[config.mk]
export PLATFORM = sky130hd
export DESIGN_NAME = alu
export DESIGN_NICKNAME = d
export VERILOG_FILES = /design/src/hw/corePkg.sv /design/src/hw/isaPkg.sv /design/src/hw/alu.sv
export SDC_FILE = /design/constraint.sdc
export NUM_CORES = 1
export LEC_CHECK = 0
export BUFFER_PORTS_ARGS = -buffer_cell sky130_fd_sc_hd__buf_2
export CORE_MARGIN = 1.5
export CORE_UTILIZATION = 54
export DETAILED_ROUTE_END_ITERATION = 7
export PLACE_DENSITY = 0.75
export REMOVE_ABC_BUFFERS = 1
export SETUP_SLACK_MARGIN = 0.2
export SLEW_MARGIN = 20
export SYNTH_ARGS = -nofsm -noshare
export SYNTH_HDL_FRONTEND = slang
export SYNTH_SLANG_ARGS = --single-unit
[constraint.sdc]
create_clock -name vclk -period 6
set_input_delay 0.3 -clock vclk [all_inputs]
set_output_delay 0.3 -clock vclk [all_outputs]
set_load 0.05 [all_outputs]
[src/hw/corePkg.sv]
package corePkg;

    typedef logic [31:0] wordT;
    typedef logic [63:0] dwordT;

    typedef enum logic [4:0] {
        aluAdd,
        aluSub,
        aluSll,
        aluSrl,
        aluSra,
        aluAnd,
        aluOr,
        aluXor,
        aluNor,
        aluSlt,
        aluSltu,
        aluMovn,
        aluMovz,
        aluLui
    } aluOpE;

    typedef enum logic [3:0] {
        hlNone,
        hlMult,
        hlMultu,
        hlMadd,
        hlMaddu,
        hlMsub,
        hlMsubu,
        hlMul,
        hlMthi,
        hlMtlo,
        hlMfhi,
        hlMflo
    } hiLoOpE;

    typedef struct packed {
        logic   regDst;   // rd when set, rt otherwise.
        logic   aluSrc;
        logic   zeroExt;
        logic   varShift;
        logic   regWrite;
        logic   useHiLo;
        aluOpE  aluOp;
        hiLoOpE hiLoOp;
    } ctrlT;

endpackage

[src/hw/isaPkg.sv]
package isaPkg;

    localparam int unsigned numRegs = 32;

    typedef logic [31:0] instrT;
    typedef logic [4:0]  regAddrT;
    typedef logic [4:0]  shamtT;
    typedef logic [15:0] imm16T;

    // Field layout of an R-type word.
    typedef struct packed {
        logic [5:0] opcode;
        regAddrT    rs;
        regAddrT    rt;
        regAddrT    rd;
        shamtT      shamt;
        logic [5:0] funct;
    } rFieldsT;

    // I-type overlays rd, shamt and funct with the immediate.
    typedef struct packed {
        logic [5:0] opcode;
        regAddrT    rs;
        regAddrT    rt;
        imm16T      imm;
    } iFieldsT;

    typedef enum logic [5:0] {
        opSpecial  = 6'h00,
        opAddi     = 6'h08,
        opAddiu    = 6'h09,
        opSlti     = 6'h0A,
        opSltiu    = 6'h0B,
        opAndi     = 6'h0C,
        opOri      = 6'h0D,
        opXori     = 6'h0E,
        opLui      = 6'h0F,
        opSpecial2 = 6'h1C
    } opcodeE;

    typedef enum logic [5:0] {
        fnSll = 6'h00, fnSrl = 6'h02, fnSra = 6'h03, fnSllv = 6'h04,
        fnSrlv = 6'h06, fnSrav = 6'h07, fnMovz = 6'h0A, fnMovn = 6'h0B,
        fnMfhi = 6'h10, fnMthi = 6'h11, fnMflo = 6'h12, fnMtlo = 6'h13,
        fnMult = 6'h18, fnMultu = 6'h19, fnAdd = 6'h20, fnAddu = 6'h21,
        fnSub = 6'h22, fnSubu = 6'h23, fnAnd = 6'h24, fnOr = 6'h25,
        fnXor = 6'h26, fnNor = 6'h27, fnSlt = 6'h2A, fnSltu = 6'h2B
    } functE;

    typedef enum logic [5:0] {
        fn2Madd  = 6'h00,
        fn2Maddu = 6'h01,
        fn2Mul   = 6'h02,
        fn2Msub  = 6'h04,
        fn2Msubu = 6'h05
    } funct2E;

endpackage

[src/hw/alu.sv]
`timescale 1ns/10ps

module alu
    import isaPkg::*;
    import corePkg::*;
(
    input  aluOpE aluOp,
    input  wordT  opA,
    input  wordT  opB,
    input  shamtT shamt,
    output wordT  result,
    output logic  writeCancel
);

    always_comb
    begin
        result      = '0;
        writeCancel = 1'b0;

        case (aluOp)
            aluAdd: result = opA + opB;
            aluSub: result = opA - opB;

            // Shifts act on the rt operand.
            aluSll: result = opB << shamt;
            aluSrl: result = opB >> shamt;
            aluSra: result = wordT'($signed(opB) >>> shamt);

            aluAnd: result = opA & opB;
            aluOr:  result = opA | opB;
            aluXor: result = opA ^ opB;
            aluNor: result = ~(opA | opB);

            aluSlt:  result = wordT'($signed(opA) < $signed(opB));
            aluSltu: result = wordT'(opA < opB);

            aluMovn:
            begin
                result      = opA;
                writeCancel = (opB == '0);  // Move only if rt is non-zero.
            end

            aluMovz:
            begin
                result      = opA;
                writeCancel = (opB != '0);
            end

            aluLui: result = opB << 16;

            default:
            begin
                result      = '0;
                writeCancel = 1'b0;
            end
        endcase
    end

endmodule

* Yosys cells after proc, flatten, opt, wreduce, memory -nomap -nowiden
Index checks and enable logic that the tools add are counted.
Word-level totals: bits in registers 0, logic and storage cells 30
Operators by class: add/subtract/negate cells 2, order comparisons 2, eq/ne operators 13, shifts and indexed selects 3, mux-type cells 2, bitwise operators 4, reduce and logical (&&, ||, !) cells 4
Operator list (count):
- 32-bit one-hot mux with 13 select lines | 1
- 32-bit less-than comparator | 2
- 32-bit adder | 1
- 32-bit AND | 1
- 32-bit zero test | 1
- 32-bit inverter | 1
- 32-bit OR | 1
- 32-bit nonzero test | 1
- 32-bit by 5-bit left shift with 32-bit output | 1
- 32-bit by 5-bit right shift with 32-bit output | 1
- 32-bit by 5-bit >>> shifter with 32-bit output | 1
- 32-bit subtractor | 1
- 32-bit XOR | 1
- 5-bit by 4-bit equality test with 1-bit output (second input constant) | 6
- 5-bit by 3-bit equality test with 1-bit output (second input constant) | 4
- 5-bit by 2-bit equality test with 1-bit output (second input constant) | 2
- 5-bit by 1-bit equality test with 1-bit output (second input constant) | 1
- 5-bit zero test | 1
- 1-bit one-hot mux with 2 select lines | 1
- 2-bit OR reduction | 1

* Longest topological paths before layout
depth after elaboration 3, mapped depth 13

* Worst setup path before layout
Ideal clock, no wire load.
path type in2out, from in opB[11], to out result[22], data arrival time 3.575 ns, path slack 2.125 ns, stages 11, buffers on the path 2, path through clkbuf_1 inv_1 ha_1 clkbuf_1 or3_1 or3_1 o2111ai_1 a221oi_1 o21ai_0 nor4_1 a211oi_1
On the way: longest elaborated chain between the ends 2, elaborated cells on any way between the ends 6, those cells by class add/sub (2); shift (3); mux (1)
Ends and longest elaborated chain:
- start, declared | RTL line alu.sv:9 | input wordT opB,
- 32-bit subtractor, or another cell as far along | RTL line alu.sv:22 | aluSub: result = opA - opB;
- 32-bit one-hot mux with 13 select lines * | RTL line alu.sv:20 | case (aluOp)
- end, declared | RTL line alu.sv:11 | output wordT result,
Every way passes the cells marked *; elsewhere a longest branch is shown, timed or not.

* Worst setup path in the final report
from in opB[3], to out result[27]
The elaborated chain is that of the path after synthesis.

==> impl_metrics.ini <==
[status]
status = completed

[worst_setup_path]
critPathLaunchType = primary input
crit_buf_inv = 3
cp_cell_sequence = buf_2, inv_1, ha_1, a21o_1, a21oi_1, a21oi_1, o22ai_1, o21ai_1, a31oi_2, o21ai_0, o2111a_1, a21oi_1, buf_2
cp_top_family = compound AO/OA/AOI/OAI gates
path_class = in2out
crit_top_cell = a21oi_1
cp.depth = 13
crit_slowest_cell = a31oi_2
critPathArrivalTime_ps = 4020
startpoint = opB[3]
crit_path_end = result[27]
critPathMaxStageDelay_ps = 580
cp_max_fo = 10
cp.required_ps = 5700
end_kind = output port

[yosys]
syn_area_per_cell_sq_um = 6.53
synth_cell_types = 96
seq_area_frac_synth_pct = 0
synth_area_sq_um = 9290
syn_inst = 1423
yosys_warnings = 0

[flow_run]
drv_cap = 0

[timing]
rsz0062_at_grt = no
tns_ps = 0
maxSlewHeadroom_pct = 28.6
drv_slew = 0
period_needed_ps = 4320
tightestPinTransition_ps = 1070
setup_viol = 0
hold_viol_final = 0
finalCritPeriodShare_pct = 72.0
clock.fmax_ghz = 0.231

[power_and_ir_drop]
peakVddDrop_mv = 0.0720
p_leak_nw = 4.27
pwr_density_cell_nw_per_um2 = 103

[grt]
antenna_found_initial = 1
grt_usage_pct = 47.9
grt_max_degree = 63
grt_pass1_wl_microns = 67000
grt_pass1_vias = 10995
grt_overflow = 0

[floorplanning]
fp-row-count = 47
io_pins = 107
die_y_microns = 134
start_util_pct = 55.6
design.die.area_sq_um = 18000
coreArea_sq_um = 16700
die_w_microns = 134

[drt]
vias = 12243
wl_microns = 44600
drt-initial-drc-count = 2398
firstDrtPassIters = 7
vias_per_cell = 7.41
drt.antenna.violating_nets = 0
avgRoutedWirePerCell_microns = 27.0
post-route-drc-count = 0

[layout]
final_nets = 1609
n_fill_cell = 1742
drive_gt1_share_pct = 14.2
syn2layout_area_growth_pct = 5.16
nFlopsAndLatches = 0
final_common_cell = nor2_1
register_area_sq_um = 0
multi_input_area_sq_um = 8400
nClkBuffers = 0
design_area_sq_um = 9770
diodes = 0
final_cell_mix = 163 x nor2_1, 155 x a21oi_1, 130 x nand2_1

[placed_design]
io_buffers = 107
dp_hpwl_microns = 33400
post_dp_cell_area_sq_um = 9770
gp_congestion = 1.06

[clocking]
cts.repair.resized = 0
cts_hold_buf = 0
post-cts-setup-buffer-count = 0

[hold_path]
hp-class = in2out
[layout make-up]
class                      instances  area share (%)
tap                              220            2.82
inverter                         104            3.99
timing repair buffer             129            7.22
multi-input combinational       1199            86.0
[how the worst min path moves through the flow]
stage | from | to | slack, ps | cells past startpoint
finish | opA[5] | result[5] | 1130 | 4
global route | opA[5] | result[5] | 1180 | 4
CTS | opA[5] | result[5] | 1130 | 4
detailed placement | opA[5] | result[5] | 1120 | 4
global placement | opA[5] | result[5] | 1120 | 4
floorplan | aluOp[3] | writeCancel | 910 | 2
[where the power goes]
| group | total, W | internal (W) | switching [W] |
|---|---|---|---|
| registers | 0 | 0 | 0 |
| logic | 0.00101 | 0.000308 | 0.000702 |
| clock network | 0 | 0 | 0 |
[layer usage]
| layer | global-route usage [%] | share of wire, % |
|---|---|---|
| met5 | 0 | 0.029 |
| met4 | 27.7 | 7.0 |
| met3 | 12.8 | 14 |
| met1 | 61.4 | 37 |
| met2 | 72.3 | 42 |
[cells in the mapped netlist (all sizes together) (11+ instances only)]
library cell / n / area share [%]
a21o: 12 / 0.97
o31ai: 11 / 0.89
nor2: 167 / 6.8
inv: 103 / 4.2
o21ai: 85 / 4.6
nor2b: 13 / 0.88
a21oi: 155 / 8.3
clkbuf: 67 / 2.7
a211oi: 29 / 2.3
buf: 53 / 3.1
nand4: 16 / 1.1
nand3: 27 / 1.5
o2111ai: 12 / 1.2
o21bai: 19 / 1.6
a211o: 12 / 1.1
a222oi: 13 / 1.4
mux2i: 52 / 5.6
nand2: 133 / 5.4
o211ai: 40 / 3.3
a221oi: 31 / 3.1
nor3: 32 / 1.7
o22ai: 12 / 0.81
mux2: 15 / 1.8
ha: 99 / 13
mux4: 20 / 4.8
a22oi: 16 / 1.3
nand2b: 17 / 1.1
nor4: 15 / 1.0
[per-stage QoR]
step | cells | utilization, % | power [W] | hold WS [ps] | setup slack, ps
6_report | 1652 | 58.5 | 0.00101 | 1130 | 1680
5_1_grt | 1652 | 58.5 | 0.00107 | 1180 | 1550
4_1_cts | 1652 | 58.5 | 0.000966 | 1130 | 1730
3_5_place_dp | 1652 | 58.5 | 0.000962 | 1120 | 1730
3_3_place_gp | 1652 | 58.5 | 0.000960 | 1120 | 1790
2_1_floorplan | 1303 | - | 0.000633 | 906 | 1380
[logic make-up after synthesis]
| group | share of synthesized area [%] |
|---|---|
| AND/OR/NAND/NOR | 23.2 |
| AO/OA/AOI/OAI | 40.6 |
| buffers and inverters | 9.98 |
| multiplexers | 12.3 |
| adder cells (fa/ha/maj) | 13.8 |
| XOR/XNOR | 0.189 |
No activity file was read; power rests on OpenSTA's default activity.
