## src/hw/corePkg.sv

```systemverilog
package corePkg;

    typedef logic [31:0] wordT;
    typedef logic [63:0] dwordT;

    typedef enum logic [4:0] {
        aluAdd,
        aluSub,
        aluSll,
        aluSrl,
        aluSra,
        aluAnd,
        aluOr,
        aluXor,
        aluNor,
        aluSlt,
        aluSltu,
        aluMovn,
        aluMovz,
        aluLui
    } aluOpE;

    typedef enum logic [3:0] {
        hlNone,
        hlMult,
        hlMultu,
        hlMadd,
        hlMaddu,
        hlMsub,
        hlMsubu,
        hlMul,
        hlMthi,
        hlMtlo,
        hlMfhi,
        hlMflo
    } hiLoOpE;

    typedef struct packed {
        logic   regDst;   // rd when set, rt otherwise.
        logic   aluSrc;
        logic   zeroExt;
        logic   varShift;
        logic   regWrite;
        logic   useHiLo;
        aluOpE  aluOp;
        hiLoOpE hiLoOp;
    } ctrlT;

endpackage

```

## src/hw/isaPkg.sv

```systemverilog
package isaPkg;

    localparam int unsigned numRegs = 32;

    typedef logic [31:0] instrT;
    typedef logic [4:0]  regAddrT;
    typedef logic [4:0]  shamtT;
    typedef logic [15:0] imm16T;

    // Field layout of an R-type word.
    typedef struct packed {
        logic [5:0] opcode;
        regAddrT    rs;
        regAddrT    rt;
        regAddrT    rd;
        shamtT      shamt;
        logic [5:0] funct;
    } rFieldsT;

    // I-type overlays rd, shamt and funct with the immediate.
    typedef struct packed {
        logic [5:0] opcode;
        regAddrT    rs;
        regAddrT    rt;
        imm16T      imm;
    } iFieldsT;

    typedef enum logic [5:0] {
        opSpecial  = 6'h00,
        opAddi     = 6'h08,
        opAddiu    = 6'h09,
        opSlti     = 6'h0A,
        opSltiu    = 6'h0B,
        opAndi     = 6'h0C,
        opOri      = 6'h0D,
        opXori     = 6'h0E,
        opLui      = 6'h0F,
        opSpecial2 = 6'h1C
    } opcodeE;

    typedef enum logic [5:0] {
        fnSll = 6'h00, fnSrl = 6'h02, fnSra = 6'h03, fnSllv = 6'h04,
        fnSrlv = 6'h06, fnSrav = 6'h07, fnMovz = 6'h0A, fnMovn = 6'h0B,
        fnMfhi = 6'h10, fnMthi = 6'h11, fnMflo = 6'h12, fnMtlo = 6'h13,
        fnMult = 6'h18, fnMultu = 6'h19, fnAdd = 6'h20, fnAddu = 6'h21,
        fnSub = 6'h22, fnSubu = 6'h23, fnAnd = 6'h24, fnOr = 6'h25,
        fnXor = 6'h26, fnNor = 6'h27, fnSlt = 6'h2A, fnSltu = 6'h2B
    } functE;

    typedef enum logic [5:0] {
        fn2Madd  = 6'h00,
        fn2Maddu = 6'h01,
        fn2Mul   = 6'h02,
        fn2Msub  = 6'h04,
        fn2Msubu = 6'h05
    } funct2E;

endpackage

```

## src/hw/regFile.sv

```systemverilog
`timescale 1ns/10ps

module regFile
    import isaPkg::*;
    import corePkg::*;
(
    input  logic    clk,
    input  logic    rst,
    input  regAddrT rdAddrA,
    input  regAddrT rdAddrB,
    output wordT    rdDataA,
    output wordT    rdDataB,
    input  logic    we,
    input  regAddrT wrAddr,
    input  wordT    wrData
);

    wordT regs [numRegs];

    always_ff @(posedge clk)
    begin
        if (rst)
        begin
            for (int i = 0; i < numRegs; i++)
                regs[i] <= '0;
        end
        else if (we && wrAddr != '0)
            regs[wrAddr] <= wrData;
    end

    // Register 0 is hardwired.
    assign rdDataA = (rdAddrA == '0) ? '0 : regs[rdAddrA];
    assign rdDataB = (rdAddrB == '0) ? '0 : regs[rdAddrB];

endmodule

```

## config.mk

```make
export PLATFORM = sky130hd
export DESIGN_NAME = regFile
export DESIGN_NICKNAME = d
export VERILOG_FILES = /design/src/hw/corePkg.sv /design/src/hw/isaPkg.sv /design/src/hw/regFile.sv
export SDC_FILE = /design/constraint.sdc
export NUM_CORES = 2
export LEC_CHECK = 0
export BUFFER_PORTS_ARGS = -buffer_cell sky130_fd_sc_hd__buf_4
export CAP_MARGIN = 20
export CORE_MARGIN = 1.5
export CORE_UTILIZATION = 65
export CTS_BUF_LIST = sky130_fd_sc_hd__clkbuf_8
export DETAILED_ROUTE_END_ITERATION = 6
export HOLD_SLACK_MARGIN = 0.12
export PLACE_DENSITY = 0.9
export SETUP_SLACK_MARGIN = 0.3
export SYNTH_ARGS = -nofsm -noshare
export SYNTH_HDL_FRONTEND = slang
export SYNTH_SLANG_ARGS = --single-unit
```

## constraint.sdc

```tcl
create_clock -name clk -period 2.9 [get_ports clk]
set_input_delay 0.58 -clock clk [delete_from_list [all_inputs] [get_ports clk]]
set_output_delay 0.58 -clock clk [all_outputs]
set_load 0.005 [all_outputs]
```

## Yosys cells after proc, flatten, opt, wreduce, memory -nomap -nowiden

Memories as Yosys holds them, arrays and structs flattened.
Index checks and enable logic that the tools add are counted.

- Register bits after elaboration: 0
- Latch bits: 0
- Bits in writable memories: 1024
- Memory bits (read-only): 0
- Bits of input ports: 50
- Output and inout port bits: 64
- Logic and storage cells: 16
- Memories kept: 1

- Add/sub/neg operators: 0
- $mul: 0
- Divide/modulo/power cells: 0
- Order comparisons: 0
- Equal/unequal tests: 0
- Shift-type cells: 0
- Mux-type cells: 10
- Bitwise operators: 0
- Reductions and logical operators: 5

Memory list:

| memory | words | width | read ports | clocked after memory_dff | write ports | RTL line | RTL |
|---|---|---|---|---|---|---|---|
| regs | 32 | 32 | 2 | 0 | 32 | regFile.sv:18 | `wordT regs [numRegs];` |

Operators with widths:

| operator | number |
|---|---|
| 32-bit 2-to-1 mux | 3 |
| 32-bit OR reduction | 1 |
| 5-bit logical NOT | 2 |
| 1-bit 2-to-1 mux | 6 |
| 5-bit 2-to-1 mux | 1 |
| 5-bit nonzero test | 1 |
| 1-bit logical AND | 1 |

## Longest topological paths before layout

- Depth after elaboration: 7
- Depth in mapped cells: 9
- Mapped depth without buffers: 4

## Least setup slack after synthesis

OpenSTA, ideal clock, no wires.

- Path kind: input to output
- From: input port rdAddrA[2]
- To: output port rdDataA[10]
- Arrival time: 2.210 ns
- Required time: 2.320 ns
- Path slack: 0.110 ns
- Cell stages on the path: 7
- Path buffers: 3
- Cell sequence: buf_2 > buf_2 > clkbuf_1 > mux4_2 > mux4_2 > o22ai_1 > nor3_1

- Longest elaborated chain between the ends: 2
- Elaborated cells on any way between the ends: 3
- Those cells by class: 1 x mux; 1 x reduce/logical; 1 x memory

RTL lines:

| what | RTL line | RTL |
|---|---|---|
| from (decl) | regFile.sv:9 | `input regAddrT rdAddrA,` |
| memory 32 x 32 bit or 5-bit logical NOT (tied branches) | -- |  |
| 32-bit 2-to-1 mux (*) | regFile.sv:32 | `assign rdDataA = (rdAddrA == '0) ? '0 : regs[rdAddrA];` |
| to (decl) | regFile.sv:11 | `output wordT rdDataA,` |

Every way passes the cells marked *; elsewhere a longest branch is shown, timed or not.

## Worst setup path in the final report

- From: input port rdAddrB[1]
- To: output port rdDataB[0]

- Longest elaborated chain between the ends: 2
- Elaborated cells on any way between the ends: 3
- Those cells by class: 1 x mux; 1 x reduce/logical; 1 x memory

RTL lines:

| what | RTL line | RTL |
|---|---|---|
| from (decl) | regFile.sv:10 | `input regAddrT rdAddrB,` |
| memory 32 x 32 bit or 5-bit logical NOT (tied branches) | -- |  |
| 32-bit 2-to-1 mux (*) | regFile.sv:33 | `assign rdDataB = (rdAddrB == '0) ? '0 : regs[rdAddrB];` |
| to (decl) | regFile.sv:12 | `output wordT rdDataB,` |

Marks and branches as above.

==> flow_summary.yaml <==
floorplan:
  die-area_sq_um: 85200
  fp.dieW_microns: 292
  rows: 105
  start_util_pct: 65.9
  die_h_microns: 292
  core-area_sq_um: 82400
  num_io_pins: 114
power:
  power_mw: 34.9
  sw_frac_of_total_pct: 27.6
  power_frac_comb_pct: 16.3
  power_frac_seq_pct: 50.6
  p_switching_mw: 9.63
  peakVddDrop_uv: 466
  clockPowerShare_pct: 33.1
  p_per_area_nw_per_um2: 541
  p_int_mw: 25.3
  p_leak_nw: 23.1
global_routing:
  grt_max_degree: 64
  antenna_found_initial: 7
  grt_usage_pct: 44.8
  grt_first_pass_wirelength_microns: 270000
  grt-ovfl-total: 0
  grt_pass1_vias: 40600
synthesis:
  yosysSeqAreaShare_pct: 56.7
  yosysUniqueCellTypes: 42
  synth_ff_type: "edfxtp_1"
  synth_cells: 3502
  synth_edf_count: 1024
  syn_area_sq_um: 54300
  ys_warn_count: 0
  avgSynthCellArea_sq_um: 15.5
  synthArstFlopShare_pct: 0
  ys_seq_elements: 1024
cts:
  cts_max_path_buffers: 3
  cts_hold_buf: 0
  htreeDepth: 4
  root_buffer: "clkbuf_8"
  cts_buffers: 161
  cts.sink_count: 1024
  cts_tree: "built"
  clkTransAtPathRegs_ps: 70
min_path:
  hp-class: "in2reg"
  min_delay_path_depth: 2
finish:
  final_area_sq_um: 64500
  regArea_sq_um: 30700
  fill_cells: 3749
  drive_above_1_share_pct: 38.4
  largest_register: "regs"
  largest_reg_flops: 1024
  multiInputGateArea_sq_um: 23900
  top_regs: "regs x1024"
  nets: 3923
  final_cells: 5068
  postLayoutCoreUtil_pct: 78.3
  synthToLayoutAreaGrowth_pct: 18.9
routing:
  first_pass_iters: 7
  vias: 40300
  drt_iter0_drc: 7671
  drc: 0
  drt-wirelength-per-cell_microns: 38.9
  viasPerCell: 7.95
  routed_wl_microns: 197000
  ant_nets: 0
worst_setup_path:
  path_cells: "buf_4, or3_1, buf_4, buf_4, o22ai_1, a2111oi_4, buf_4, nor3_4, buf_6"
  worst-path-buf-inv: 5
  crit_path_end_kind: "primary output"
  path_common_cell: "buf_4"
  critical_path.max_fanout: 9
  worst_path_dominant_cell_family: "buffers and inverters"
  worst_ep_arrival_time_ps: 3150
  critPathKind: "in2out"
  start_kind: "input port"
  crit_path_max_incr_delay_ps: 690
  critPathRequiredTime_ps: 2320
  cpMaxStageDelayCell: "o22ai_1"
  path_depth: 9
timing:
  setup_tns_ps: -27240
  whs_ps: 251
  period_share_pct: 129
  worst_pin_slew_ps: 1050
  relSlewSlack_pct: 30.1
  fmax_mhz: 268
  setup_violations: 64
  rsz0062_at_grt: "true"
  setup_ws_ps: -831
  hold_viol_final: 0
  slew_viol_final: 0
  fin_crit_ps: 3730
outcome:
  violations: "setup timing"
  outcome: "finished, violations left"
placed_design:
  io_buffer_count: 113
  globalplace.congestion: 0.934
  placed_area_sq_um: 59000
  place_hpwl_microns: 110000
  dp_slack_ps: -467
  placed_cells: 4697
flow_run:
  cap_viol_max_count: 0
==> cell usage after synthesis (14+ instances only) <==
library cell / number / area share [%]
buf_6: 21 / 0.44
edfxtp_1: 1024 / 57
buf_2: 46 / 0.42
or2_2: 33 / 0.38
nor3_1: 54 / 0.50
o22ai_1: 103 / 1.2
a22oi_1: 16 / 0.22
mux4_2: 472 / 20
clkbuf_1: 271 / 1.9
a2111oi_1: 41 / 0.76
mux2_2: 30 / 0.62
buf_4: 38 / 0.53
nor2_1: 36 / 0.25
nor2b_1: 14 / 0.16
a2111oi_0: 14 / 0.23
and2_1: 995 / 11
a22o_1: 51 / 0.82
mux2i_1: 150 / 2.8
==> path summary, 6_finish.rpt <==
path / start / slack (ps) / endpoint
worst min-delay path: wrData[21] / 250 / regs[12][21]
worst max-delay path: rdAddrB[1] / -830 / rdDataB[0]
==> power groups by stage <==
stage | Clock [mW] | Sequential (mW) | Combinational (mW)
after floorplan | 0 | 17.6 | 2.79
final | 11.6 | 17.7 | 5.68
after CTS | 11.3 | 17.6 | 5.12
after detailed placement | 0 | 17.9 | 4.61
after global routing | 12.0 | 17.7 | 5.70
after global placement | 0 | 17.8 | 4.50
==> layout by cell type, fill, tap and decap left out, types with 5 or more instances in the layout <==
cell type / count
clkinv_1: 39
nor3_2: 35
inv_1: 50
a2111oi_4: 48
clkbuf_8: 165
mux2_2: 29
o22ai_1: 74
o22ai_2: 18
clkinvlp_4: 5
diode_2: 10
and2_1: 993
nor3_4: 16
nor2b_1: 8
a22oi_1: 16
nor2_2: 31
mux2i_1: 144
nand2_1: 7
clkinv_2: 16
a22o_1: 29
buf_6: 29
mux4_2: 472
nand3b_1: 5
nor2b_4: 6
a22o_4: 21
buf_16: 5
conb_1: 32
nand2b_1: 5
buf_4: 436
edfxtp_1: 1024
or2_2: 33
a2111oi_2: 7
a21oi_1: 9
buf_12: 89
o22ai_4: 11
==> what timing repair did <==
item	4_1_cts	5_1_grt
resized for setup	244	61
pin swaps	111	26
gates cloned	3	0
setup endpoints to repair	64	64
buffers inserted	43	37
==> logic make-up after synthesis <==
| group | after synthesis | share of synthesized area [%] |
|---|---|---|
| other | 1 | 0.00691 |
| muxes | 652 | 23.0 |
| AOI/OAI and AO/OA | 259 | 3.65 |
| buffers and inverters | 389 | 3.35 |
| and+or+nand+nor | 1177 | 13.3 |
| DFF | 1024 | 56.7 |
==> final cells by class <==
type | instances | share of cell area, %
Timing Repair Buffer | 564 | 8.72
Sequential cell | 1024 | 47.7
Antenna cell | 10 | 0.0388
Clock buffer | 164 | 3.50
Clock inverter | 114 | 0.894
Tap cell | 1070 | 2.08
Inverter | 2 | 0.0116
Multi-Input combinational cell | 2120 | 37.1
==> per-layer routing <==
metal | track usage (%) | routed length (microns)
met5 | 0 | 105
met1 | 52.3 | 55400
met4 | 36.0 | 21400
met3 | 16.9 | 34600
met2 | 66.9 | 85800
Power figures use the tool's default switching activity.
