`config.mk`:
```
export PLATFORM = sky130hd
export DESIGN_NAME = decoder
export DESIGN_NICKNAME = d
export VERILOG_FILES = /design/src/hw/corePkg.sv /design/src/hw/isaPkg.sv /design/src/hw/decoder.sv
export SDC_FILE = /design/constraint.sdc
export NUM_CORES = 1
export LEC_CHECK = 0
export ABC_CLOCK_PERIOD_IN_PS = 4800
export BUFFER_PORTS_ARGS = -buffer_cell sky130_fd_sc_hd__buf_2
export CELL_PAD_IN_SITES_DETAIL_PLACEMENT = 0
export CELL_PAD_IN_SITES_GLOBAL_PLACEMENT = 2
export CORE_ASPECT_RATIO = 0.75
export CORE_UTILIZATION = 18
export DETAILED_ROUTE_END_ITERATION = 6
export GPL_ROUTABILITY_DRIVEN = 0
export PLACE_DENSITY_LB_ADDON = 0.1
export SETUP_SLACK_MARGIN = 0.15
export SLEW_MARGIN = 10
export SYNTH_ARGS = -nofsm -noshare
export SYNTH_HDL_FRONTEND = slang
export SYNTH_SLANG_ARGS = --single-unit
```
`constraint.sdc`:
```
create_clock -name vclk -period 4.8
set_input_delay 0.96 -clock vclk [all_inputs]
set_output_delay 0.96 -clock vclk [all_outputs]
set_load 0.03 [all_outputs]
```
`src/hw/corePkg.sv`:
```
package corePkg;

    typedef logic [31:0] wordT;
    typedef logic [63:0] dwordT;

    typedef enum logic [4:0] {
        aluAdd,
        aluSub,
        aluSll,
        aluSrl,
        aluSra,
        aluAnd,
        aluOr,
        aluXor,
        aluNor,
        aluSlt,
        aluSltu,
        aluMovn,
        aluMovz,
        aluLui
    } aluOpE;

    typedef enum logic [3:0] {
        hlNone,
        hlMult,
        hlMultu,
        hlMadd,
        hlMaddu,
        hlMsub,
        hlMsubu,
        hlMul,
        hlMthi,
        hlMtlo,
        hlMfhi,
        hlMflo
    } hiLoOpE;

    typedef struct packed {
        logic   regDst;   // rd when set, rt otherwise.
        logic   aluSrc;
        logic   zeroExt;
        logic   varShift;
        logic   regWrite;
        logic   useHiLo;
        aluOpE  aluOp;
        hiLoOpE hiLoOp;
    } ctrlT;

endpackage

```
`src/hw/isaPkg.sv`:
```
package isaPkg;

    localparam int unsigned numRegs = 32;

    typedef logic [31:0] instrT;
    typedef logic [4:0]  regAddrT;
    typedef logic [4:0]  shamtT;
    typedef logic [15:0] imm16T;

    // Field layout of an R-type word.
    typedef struct packed {
        logic [5:0] opcode;
        regAddrT    rs;
        regAddrT    rt;
        regAddrT    rd;
        shamtT      shamt;
        logic [5:0] funct;
    } rFieldsT;

    // I-type overlays rd, shamt and funct with the immediate.
    typedef struct packed {
        logic [5:0] opcode;
        regAddrT    rs;
        regAddrT    rt;
        imm16T      imm;
    } iFieldsT;

    typedef enum logic [5:0] {
        opSpecial  = 6'h00,
        opAddi     = 6'h08,
        opAddiu    = 6'h09,
        opSlti     = 6'h0A,
        opSltiu    = 6'h0B,
        opAndi     = 6'h0C,
        opOri      = 6'h0D,
        opXori     = 6'h0E,
        opLui      = 6'h0F,
        opSpecial2 = 6'h1C
    } opcodeE;

    typedef enum logic [5:0] {
        fnSll = 6'h00, fnSrl = 6'h02, fnSra = 6'h03, fnSllv = 6'h04,
        fnSrlv = 6'h06, fnSrav = 6'h07, fnMovz = 6'h0A, fnMovn = 6'h0B,
        fnMfhi = 6'h10, fnMthi = 6'h11, fnMflo = 6'h12, fnMtlo = 6'h13,
        fnMult = 6'h18, fnMultu = 6'h19, fnAdd = 6'h20, fnAddu = 6'h21,
        fnSub = 6'h22, fnSubu = 6'h23, fnAnd = 6'h24, fnOr = 6'h25,
        fnXor = 6'h26, fnNor = 6'h27, fnSlt = 6'h2A, fnSltu = 6'h2B
    } functE;

    typedef enum logic [5:0] {
        fn2Madd  = 6'h00,
        fn2Maddu = 6'h01,
        fn2Mul   = 6'h02,
        fn2Msub  = 6'h04,
        fn2Msubu = 6'h05
    } funct2E;

endpackage

```
`src/hw/decoder.sv`:
```
`timescale 1ns/10ps

module decoder
    import isaPkg::*;
    import corePkg::*;
(
    input  instrT instr,
    output ctrlT  ctrl
);

    rFieldsT fields;

    assign fields = instr;

    always_comb
    begin
        ctrl        = '0;
        ctrl.aluOp  = aluAdd;
        ctrl.hiLoOp = hlNone;

        case (fields.opcode)
            opSpecial:
            begin
                ctrl.regDst   = 1'b1;
                ctrl.regWrite = 1'b1;
                case (fields.funct)
                    fnAdd, fnAddu: ctrl.aluOp = aluAdd;  // No overflow trap.
                    fnSub, fnSubu: ctrl.aluOp = aluSub;
                    fnSll:         ctrl.aluOp = aluSll;
                    fnSrl:         ctrl.aluOp = aluSrl;
                    fnSra:         ctrl.aluOp = aluSra;
                    fnSllv:
                    begin
                        ctrl.aluOp    = aluSll;
                        ctrl.varShift = 1'b1;
                    end
                    fnSrlv:
                    begin
                        ctrl.aluOp    = aluSrl;
                        ctrl.varShift = 1'b1;
                    end
                    fnSrav:
                    begin
                        ctrl.aluOp    = aluSra;
                        ctrl.varShift = 1'b1;
                    end
                    fnAnd:  ctrl.aluOp = aluAnd;
                    fnOr:   ctrl.aluOp = aluOr;
                    fnXor:  ctrl.aluOp = aluXor;
                    fnNor:  ctrl.aluOp = aluNor;
                    fnSlt:  ctrl.aluOp = aluSlt;
                    fnSltu: ctrl.aluOp = aluSltu;
                    fnMovn: ctrl.aluOp = aluMovn;
                    fnMovz: ctrl.aluOp = aluMovz;
                    fnMfhi:
                    begin
                        ctrl.useHiLo = 1'b1;
                        ctrl.hiLoOp  = hlMfhi;
                    end
                    fnMflo:
                    begin
                        ctrl.useHiLo = 1'b1;
                        ctrl.hiLoOp  = hlMflo;
                    end
                    // These only touch HI/LO.
                    fnMult:
                    begin
                        ctrl.regWrite = 1'b0;
                        ctrl.hiLoOp   = hlMult;
                    end
                    fnMultu:
                    begin
                        ctrl.regWrite = 1'b0;
                        ctrl.hiLoOp   = hlMultu;
                    end
                    fnMthi:
                    begin
                        ctrl.regWrite = 1'b0;
                        ctrl.hiLoOp   = hlMthi;
                    end
                    fnMtlo:
                    begin
                        ctrl.regWrite = 1'b0;
                        ctrl.hiLoOp   = hlMtlo;
                    end
                    default: ctrl.regWrite = 1'b0;
                endcase
            end

            opSpecial2:
            begin
                case (fields.funct)
                    fn2Madd:  ctrl.hiLoOp = hlMadd;
                    fn2Maddu: ctrl.hiLoOp = hlMaddu;
                    fn2Msub:  ctrl.hiLoOp = hlMsub;
                    fn2Msubu: ctrl.hiLoOp = hlMsubu;
                    fn2Mul:
                    begin
                        ctrl.regDst   = 1'b1;
                        ctrl.regWrite = 1'b1;
                        ctrl.useHiLo  = 1'b1;
                        ctrl.hiLoOp   = hlMul;
                    end
                    default: ctrl.hiLoOp = hlNone;
                endcase
            end

            opAddi, opAddiu:
            begin
                ctrl.aluSrc   = 1'b1;
                ctrl.regWrite = 1'b1;
            end

            opSlti, opSltiu:
            begin
                ctrl.aluSrc   = 1'b1;
                ctrl.regWrite = 1'b1;
                ctrl.aluOp    = (fields.opcode == opSlti) ? aluSlt : aluSltu;
            end

            opAndi, opOri, opXori, opLui:
            begin
                ctrl.aluSrc   = 1'b1;
                ctrl.zeroExt  = 1'b1;
                ctrl.regWrite = 1'b1;
                case (fields.opcode)
                    opAndi:  ctrl.aluOp = aluAnd;
                    opOri:   ctrl.aluOp = aluOr;
                    opXori:  ctrl.aluOp = aluXor;
                    default: ctrl.aluOp = aluLui;
                endcase
            end

            default: ctrl.regWrite = 1'b0;  // Unsupported, no effect.
        endcase
    end

endmodule

```
After elaboration in Yosys (flattened, before gate mapping)
Index checks and enable logic that the tools add are counted.
{ "classes": {"n_eq_ne": 34, "n_mux": 18, "n_reduce_logical": 12} }
{ "op_table": {"columns": ["operator", "count"], "rows": [
  ["$eq A6 B4 Y1 const B", 10],
  ["$eq A6 B6 Y1 const B", 10],
  ["$pmux W4 S12", 1],
  ["$eq A6 B5 Y1 const B", 7],
  ["$eq A6 B3 Y1 const B", 4],
  ["$pmux W4 S6", 1],
  ["$reduce_or A20 Y1", 1],
  ["$pmux W3 S5", 1],
  ["$pmux W5 S3", 1],
  ["$eq A6 B2 Y1 const B", 2],
  ["$logic_not A6 Y1", 2],
  ["$pmux W4 S3", 1],
  ["$reduce_or A2 Y1", 6],
  ["$pmux W4 S2", 1],
  ["$reduce_or A8 Y1", 1],
  ["$mux W1", 7],
  ["$eq A6 B1 Y1 const B", 1],
  ["$mux W2", 2],
  ["$pmux W1 S2", 2],
  ["$reduce_or A4 Y1", 1],
  ["$pmux W1 S3", 1],
  ["$reduce_or A3 Y1", 1]
]} }
{ "word_totals": {"register_bits": 0, "output_inout_bits": 15, "elab_cells": 64} }

Depth between registers and ports, before layout
Gate-level depths: netlist of the first run.
{ "depth": {"word_depth": 4, "ltp_mapped": 5} }

Worst setup path before layout of the first run
OpenSTA, ideal clock, no wires.
{ "synth_timing": {"path_type": "input to output", "start": "input port instr[31]", "end": "output port ctrl[6] (netlist name)", "setup_slack_ns": 1.052, "t_required_ns": 3.840, "t_arrival_ns": 2.788, "path_stages": 4, "path_cell_list": "nor3b_1 > and2_1 > a21oi_1 > o21ai_0"} }
{ "synth_rtl": {"columns": ["item", "line_no", "text"], "rows": [
  ["start, declared", "decoder.sv:7", "input instrT instr,"],
  ["end, declared", "decoder.sv:8", "output ctrlT ctrl"]
]} }

==> results of run 1 <==
==> synthesized netlist by cell type, types with 2 or more instances <==
cell | instances | share of area
nand2_1 | 6 | 0.046
xnor2_1 | 2 | 0.036
a311oi_1 | 2 | 0.036
and2_2 | 2 | 0.031
nand4_1 | 3 | 0.038
nand3_1 | 2 | 0.020
inv_1 | 3 | 0.023
nor3_1 | 3 | 0.031
o21ai_0 | 4 | 0.041
and2_1 | 2 | 0.025
nand2b_1 | 2 | 0.025
nor3b_1 | 2 | 0.031
clkbuf_1 | 4 | 0.031
and4b_1 | 2 | 0.041
nor2_1 | 9 | 0.069
a21oi_1 | 7 | 0.071
and3_1 | 2 | 0.025
==> where the power goes <==
group          leakage (nW)  internal [W]  total [W]  switching [W]
sequential                0             0          0              0
clock                     0             0          0              0
combinational         0.313     0.0000138  0.0000411      0.0000272
total                 0.313     0.0000138  0.0000411      0.0000272
==> cell type report <==
class              count  area [sq um]  share of cell area
well taps             36          45.0              0.0717
repair buffers        26           130               0.207
multi-input cells     68           442               0.703
inverters              3          11.3              0.0179
==> cells by family after synthesis <==
family,share of synthesized area
compound gates,0.305
xor+xnor,0.0356
buf+inv,0.102
mux,0.0204
other cells,0.00763
simple gates,0.529
==> worst paths after layout <==
kind	end	slack (ns)
worst max-delay path	ctrl[1]	1.40
worst min-delay path	ctrl[13]	2.36
==> worst max-delay path, stage by stage <==
cell      delay (ns)
buf_2           0.15
nor4_1          0.58
and2_1          0.31
nand4_1         0.14
o211ai_2        0.09
buf_2           0.21
==> per-stage QoR <==
step,util,total power [W]
global placement,0.241,0.0000411
detailed placement,0.241,0.0000412
CTS,0.241,0.0000413
floorplan,-,0.0000286
global route,0.241,0.0000456
finish,0.241,0.0000411
==> layer usage <==
layer / share of wire / up-vias / GRT usage
met1: 0.56 / 281 / 0.170
met3: 0.035 / 0 / 0.0121
met2: 0.40 / 12 / 0.193
met5: 0 / - / 0
met4: 0 / 0 / 0
li1: - / 327 / -
==> results.yml, run 1 <==
synthesis:
  yosysUniqueCellTypes: 38
  yosys_warnings: 0
  avgSynthCellArea_sq_um: 6.30
  synth_area_sq_um: 492
  syn-num-nets: 110
  synthCells: 78
  yosysSeqAreaShare: 0
global_route:
  grt_pass1_wl_um: 2730
  first_global_vias: 560
  overflow: 0
  grt_max_degree: 14
  track_usage: 0.115
  antenna_found_initial: 0
job:
  max_cap_violations: 0
worst_setup_path:
  startpoint_type: "input port"
  cp_max_fo: 8
  path_class: "in -> out"
  setup.worst_path.start: "instr[3]"
  end_kind: "output port"
  arrival_ns: 2.44
  cp.required_ns: 3.84
cells_and_area:
  area_delta_synth_final_pct: 27.7
  fin_nets: 131
  final_area_sq_um: 628
  nFillCells: 326
  nFlopsAndLatches: 0
  instances_no_fill: 133
  final_cell_mix: "buf_2, nor2_1, a21oi_1, nand2_1, o21ai_0"
  layout_commonest_cell: "buf_2"
  diodes: 0
  regArea_sq_um: 0
  final_layout_size_suffix_gt1_frac: 0.330
  clock_buffers: 0
routing:
  drt_first_pass_iters: 4
  drc_errors: 0
  viasPerCell: 4.66
  vias: 620
  first_iter_violations: 19
  post_drt_wl_per_cell_um: 12.7
  routed_wl_um: 1690
  ant_nets: 0
timing:
  clock.fmax_ghz: 0.294
  min_period_over_period: 0.708
  hold_violations: 0
  maxSlewViolCount: 0
  min_period_ns: 3.40
  slew_headroom: 0.536
  fin_ws_ns: 1.40
  finalSetupTns_ns: 0
  rsz0062_at_grt: "no"
  worstMarginPinSlew_ns: 0.695
  setup_viol: 0
  hold_ws_ns: 2.36
place:
  hpwl_um: 1340
  place_area_sq_um: 628
  io_buffers: 26
  dp_cells: 133
  dp_slack_ns: 1.41
die:
  num_rows: 16
  die_area_sq_um: 2950
  initial_utilization: 0.189
  fp.dieH_um: 47.3
  ios: 47
  die_x_um: 62.4
  coreArea_sq_um: 2600
power:
  power_density_nw_per_um2: 65.4
  peakVddDrop_mv: 0.0253
  power.leakage_nw: 0.313
clocking:
  cts_hold_buffers: 0
  post-cts-setup-buffers: 0
  cts_resized: 0
status:
  status: "finished clean"
min_path:
  whs_path_depth: 3
  hp-class: "in -> out"
  hp-start: "instr[31]"
No activity file was read; power rests on OpenSTA's default activity.
==> inputs of run 2 (changes only) <==
--- a/config.mk
+++ b/config.mk
@@ -5,12 +5,12 @@
 export SDC_FILE = /design/constraint.sdc
 export NUM_CORES = 1
 export LEC_CHECK = 0
-export ABC_CLOCK_PERIOD_IN_PS = 4800
+export ABC_CLOCK_PERIOD_IN_PS = 3500
 export BUFFER_PORTS_ARGS = -buffer_cell sky130_fd_sc_hd__buf_2
 export CELL_PAD_IN_SITES_DETAIL_PLACEMENT = 0
 export CELL_PAD_IN_SITES_GLOBAL_PLACEMENT = 2
 export CORE_ASPECT_RATIO = 0.75
-export CORE_UTILIZATION = 18
+export CORE_UTILIZATION = 17
 export DETAILED_ROUTE_END_ITERATION = 6
 export GPL_ROUTABILITY_DRIVEN = 0
 export PLACE_DENSITY_LB_ADDON = 0.1
==> constraint.sdc (replaced) <==
create_clock -name vclk -period 3.5
set_input_delay 0.7 -clock vclk [all_inputs]
set_output_delay 0.7 -clock vclk [all_outputs]
set_load 0.03 [all_outputs]
==> run 2 against run 1 <==
Final cell count grew 0.75%. Sequential share of layout area is the same. Count of clock-buffer cells in the layout is the same. Worst setup slack lost 0.82 ns. Global-route usage shrank 0.36 points. First-iteration DRC count shrank 32%. Flip-flop and latch count is the same. Critical path depth is the same. Routed wire length grew 1.5%. Largest cell class unchanged. Power grew 38%. Core utilization shrank 0.44 points. Critical path type unchanged.
==> results.yml, run 2 (synthesis results as in run 1) <==
job:
  max_cap_violations: 0
clocking:
  cts_resized: 0
  post-cts-setup-buffers: 0
  cts_hold_buffers: 0
min_path:
  whs_path_depth: 3
  holdPathEnd: "ctrl[9]"
  hp-start: "instr[0]"
  hp-class: "in -> out"
routing:
  vias: 636
  first_iter_violations: 13
  post_drt_wl_per_cell_um: 12.8
  routed_wl_um: 1720
  drt_first_pass_iters: 4
  viasPerCell: 4.75
  ant_nets: 0
  drc_errors: 0
place:
  io_buffers: 26
  dp_cells: 134
  place_area_sq_um: 636
  hpwl_um: 1400
cells_and_area:
  area_delta_synth_final_pct: 29.3
  diodes: 0
  fin_nets: 132
  layout_commonest_cell: "buf_2"
  regArea_sq_um: 0
  final_area_sq_um: 636
  final_cell_mix: "buf_2, nor2_1, a21oi_1, nand2_1, o21ai_0"
  clock_buffers: 0
  final_layout_size_suffix_gt1_frac: 0.337
  nFlopsAndLatches: 0
  nFillCells: 349
  instances_no_fill: 134
die:
  ios: 47
  coreArea_sq_um: 2680
  die_area_sq_um: 3110
  fp.dieH_um: 48.6
  num_rows: 16
  die_x_um: 64.1
  initial_utilization: 0.183
worst_setup_path:
  slowest_delay_ns: 0.60
  end_kind: "output port"
  critPathTopFamily: "simple AND/OR/NAND/NOR gates"
  cp_max_fo: 8
  startpoint_type: "input port"
  cp_num_buf_inv: 2
  cp.required_ns: 2.80
  path_class: "in -> out"
  setup.worst_path.start: "instr[3]"
  crit_slowest_cell: "nor4_1"
  crit_path_cell_trace: "buf_2 -> nor4_1 -> and2_1 -> nand4_1 -> o211ai_2 -> buf_2"
  arrival_ns: 2.22
  crit_top_cell: "buf_2"
timing:
  min_period_over_period: 0.834
  maxSlewViolCount: 0
  finalSetupTns_ns: 0
  worstMarginPinSlew_ns: 0.648
  slew_headroom: 0.564
  hold_violations: 0
  min_period_ns: 2.92
  clock.fmax_ghz: 0.342
  setup_viol: 0
  rsz0062_at_grt: "no"
power:
  peakVddDrop_mv: 0.0304
  power.leakage_nw: 0.318
  power_density_nw_per_um2: 89.3
status:
  status: "finished clean"
global_route:
  grt_max_degree: 14
  grt_pass1_wl_um: 2820
  antenna_found_initial: 0
  first_global_vias: 576
  overflow: 0
  track_usage: 0.112
run 2: cell count changes in the layout (fill, tap and decap cells not counted):
cell and delta:
buf_4 +1
run 2: worst min-delay path, delay by kind of cell:
family	cells	cell delay [ns]
buf+inv	2	0.38
simple gates	1	0.07
run 2: per-layer routing:
metal  vias to the layer above  wire, um  track usage
li1                        332         -            -
met1                       287       918        0.171
met2                        17       694        0.177
met3                         0       104      0.00943
met4                         0         0            0
met5                         -         0            0
run 2: worst max path at each step:
stage | endpoint | slack, ns | cells after the start
CTS | ctrl[1] | 0.59 | 6
finish | ctrl[1] | 0.58 | 6
global placement | ctrl[1] | 0.60 | 6
detailed placement | ctrl[1] | 0.59 | 6
floorplan | ctrl[6] | 0.27 | 4
global route | ctrl[1] | 0.50 | 6
run 2: cell type report:
type	instances	area, sq um	share of cell area
Inverter	3	11.3	0.0177
Multi-Input combinational cell	68	442	0.695
Tap cell	36	45.0	0.0709
Timing Repair Buffer	27	138	0.217
run 2: where the power goes:
part | switching, W | internal, W
clock network | 0 | 0
logic | 0.0000372 | 0.0000195
registers | 0 | 0
run 2: through the flow:
step                worst slack [ns]  hold slack [ns]  total power, W   util
floorplan                      0.272             1.55       0.0000392      -
global placement               0.598             1.85       0.0000572  0.237
detailed placement             0.593             1.86       0.0000574  0.237
CTS                            0.592             1.87       0.0000576  0.237
global route                   0.495             1.90       0.0000637  0.237
finish                         0.580             1.85       0.0000568  0.237
==> inputs of run 3 (changes only) <==
--- a/config.mk
+++ b/config.mk
@@ -5,7 +5,7 @@
 export SDC_FILE = /design/constraint.sdc
 export NUM_CORES = 1
 export LEC_CHECK = 0
-export ABC_CLOCK_PERIOD_IN_PS = 3500
+export ABC_CLOCK_PERIOD_IN_PS = 2900
 export BUFFER_PORTS_ARGS = -buffer_cell sky130_fd_sc_hd__buf_2
 export CELL_PAD_IN_SITES_DETAIL_PLACEMENT = 0
 export CELL_PAD_IN_SITES_GLOBAL_PLACEMENT = 2
==> constraint.sdc (replaced) <==
create_clock -name vclk -period 2.9
set_input_delay 0.58 -clock vclk [all_inputs]
set_output_delay 0.58 -clock vclk [all_outputs]
set_load 0.03 [all_outputs]
==> run 3 against run 2 <==
Die area is the same. Critical path depth is the same. Sequential share of layout area is the same. Non-clock buffer count is the same. Count of clock-buffer cells in the layout is the same. Via count grew 0.79%. Power grew 21%. Global-route usage shrank 0.099 points. First-iteration DRC count is the same. Final area grew 0.79%. Worst hold slack lost 0.30 ns. Core utilization grew 0.19 points. Critical path type unchanged. Critical endpoint is now ctrl[5]. Highest routed layer unchanged.
==> results.yml, run 3 (synthesis results as in run 1) <==
timing:
  hold_ws_ns: 1.56
  hold_violations: 0
  maxSlewViolCount: 0
  min_period_over_period: 0.901
  finalSetupTns_ns: 0
  setup_viol: 0
  min_period_ns: 2.61
  rsz0062_at_grt: "no"
  clock.fmax_ghz: 0.383
routing:
  routed_wl_um: 1690
  viasPerCell: 4.78
  vias: 641
  first_iter_violations: 13
  drc_errors: 0
  drt_first_pass_iters: 3
  ant_nets: 0
  post_drt_wl_per_cell_um: 12.6
clocking:
  post-cts-setup-buffers: 0
  cts_resized: 0
  cts_hold_buffers: 0
die:
  coreArea_sq_um: 2680
  num_rows: 16
  ios: 47
  initial_utilization: 0.183
  fp.dieH_um: 48.6
  die_area_sq_um: 3110
  die_x_um: 64.1
place:
  hpwl_um: 1360
  io_buffers: 26
worst_setup_path:
  cp.required_ns: 2.32
  cp_max_fo: 8
  arrival_ns: 2.03
  path_class: "in -> out"
  end_kind: "output port"
  startpoint_type: "input port"
cells_and_area:
  area_delta_synth_final_pct: 30.3
  final_layout_size_suffix_gt1_frac: 0.347
  regArea_sq_um: 0
  clock_buffers: 0
  nFlopsAndLatches: 0
  final_cell_mix: "buf_2, nor2_1, a21oi_1, nand2_1, o21ai_0"
  fin_nets: 132
  diodes: 0
  layout_commonest_cell: "buf_2"
global_route:
  grt_max_degree: 14
  first_global_vias: 569
  grt_pass1_wl_um: 2820
  track_usage: 0.111
  antenna_found_initial: 0
  overflow: 0
status:
  status: "finished clean"
min_path:
  hp-start: "instr[30]"
  holdPathEnd: "ctrl[13]"
  whs_path_depth: 3
  hp-class: "in -> out"
job:
  max_cap_violations: 0
power:
  peakVddDrop_mv: 0.0318
  power.leakage_nw: 0.320
  power_density_nw_per_um2: 108
==> run 3: worst max path at each step <==
stage	slack (ns)	from	to	cells after the start
global route	0.21	instr[28]	ctrl[5]	6
global placement	0.29	instr[28]	ctrl[5]	6
detailed placement	0.27	instr[28]	ctrl[5]	6
CTS	0.27	instr[28]	ctrl[5]	6
finish	0.29	instr[28]	ctrl[5]	6
floorplan	0.30	instr[28]	ctrl[9]	5
==> run 3: critical path, stage by stage <==
cell and delay, ns:
buf_2 0.16, nor4_4 0.45, nand4_2 0.20, or3_1 0.34
o211ai_1 0.09, buf_2 0.22
==> run 3: area by class of cell <==
| cell class | count | area (sq um) |
|---|---|---|
| Fill cell | 343 | 2040 |
| Multi-Input combinational cell | 68 | 447 |
| Timing Repair Buffer | 27 | 138 |
| Tap cell | 36 | 45.0 |
| Inverter | 3 | 11.3 |
==> run 3: stage by stage <==
stage               setup slack [ns]  std cells   util  power [W]  area [sq um]
global placement               0.287        134  0.239  0.0000689           641
global route                   0.209        134  0.239  0.0000770           641
finish                         0.288        134  0.239  0.0000689           641
floorplan                      0.299         78      -  0.0000475           497
detailed placement             0.274        134  0.239  0.0000693           641
CTS                            0.272        134  0.239  0.0000696           641
==> run 3: per-layer routing <==
layer	global-route usage	up-vias	share of wire
met5	0	-	0
met2	0.172	12	0.42
met3	0.00708	0	0.042
met1	0.174	296	0.53
li1	-	333	-
met4	0	0	0
==> run 3: report_power, final <==
group | leakage [nW] | internal, W | switching (W)
registers | 0 | 0 | 0
logic | 0.320 | 0.0000236 | 0.0000454
clock network | 0 | 0 | 0
total | 0.320 | 0.0000236 | 0.0000454
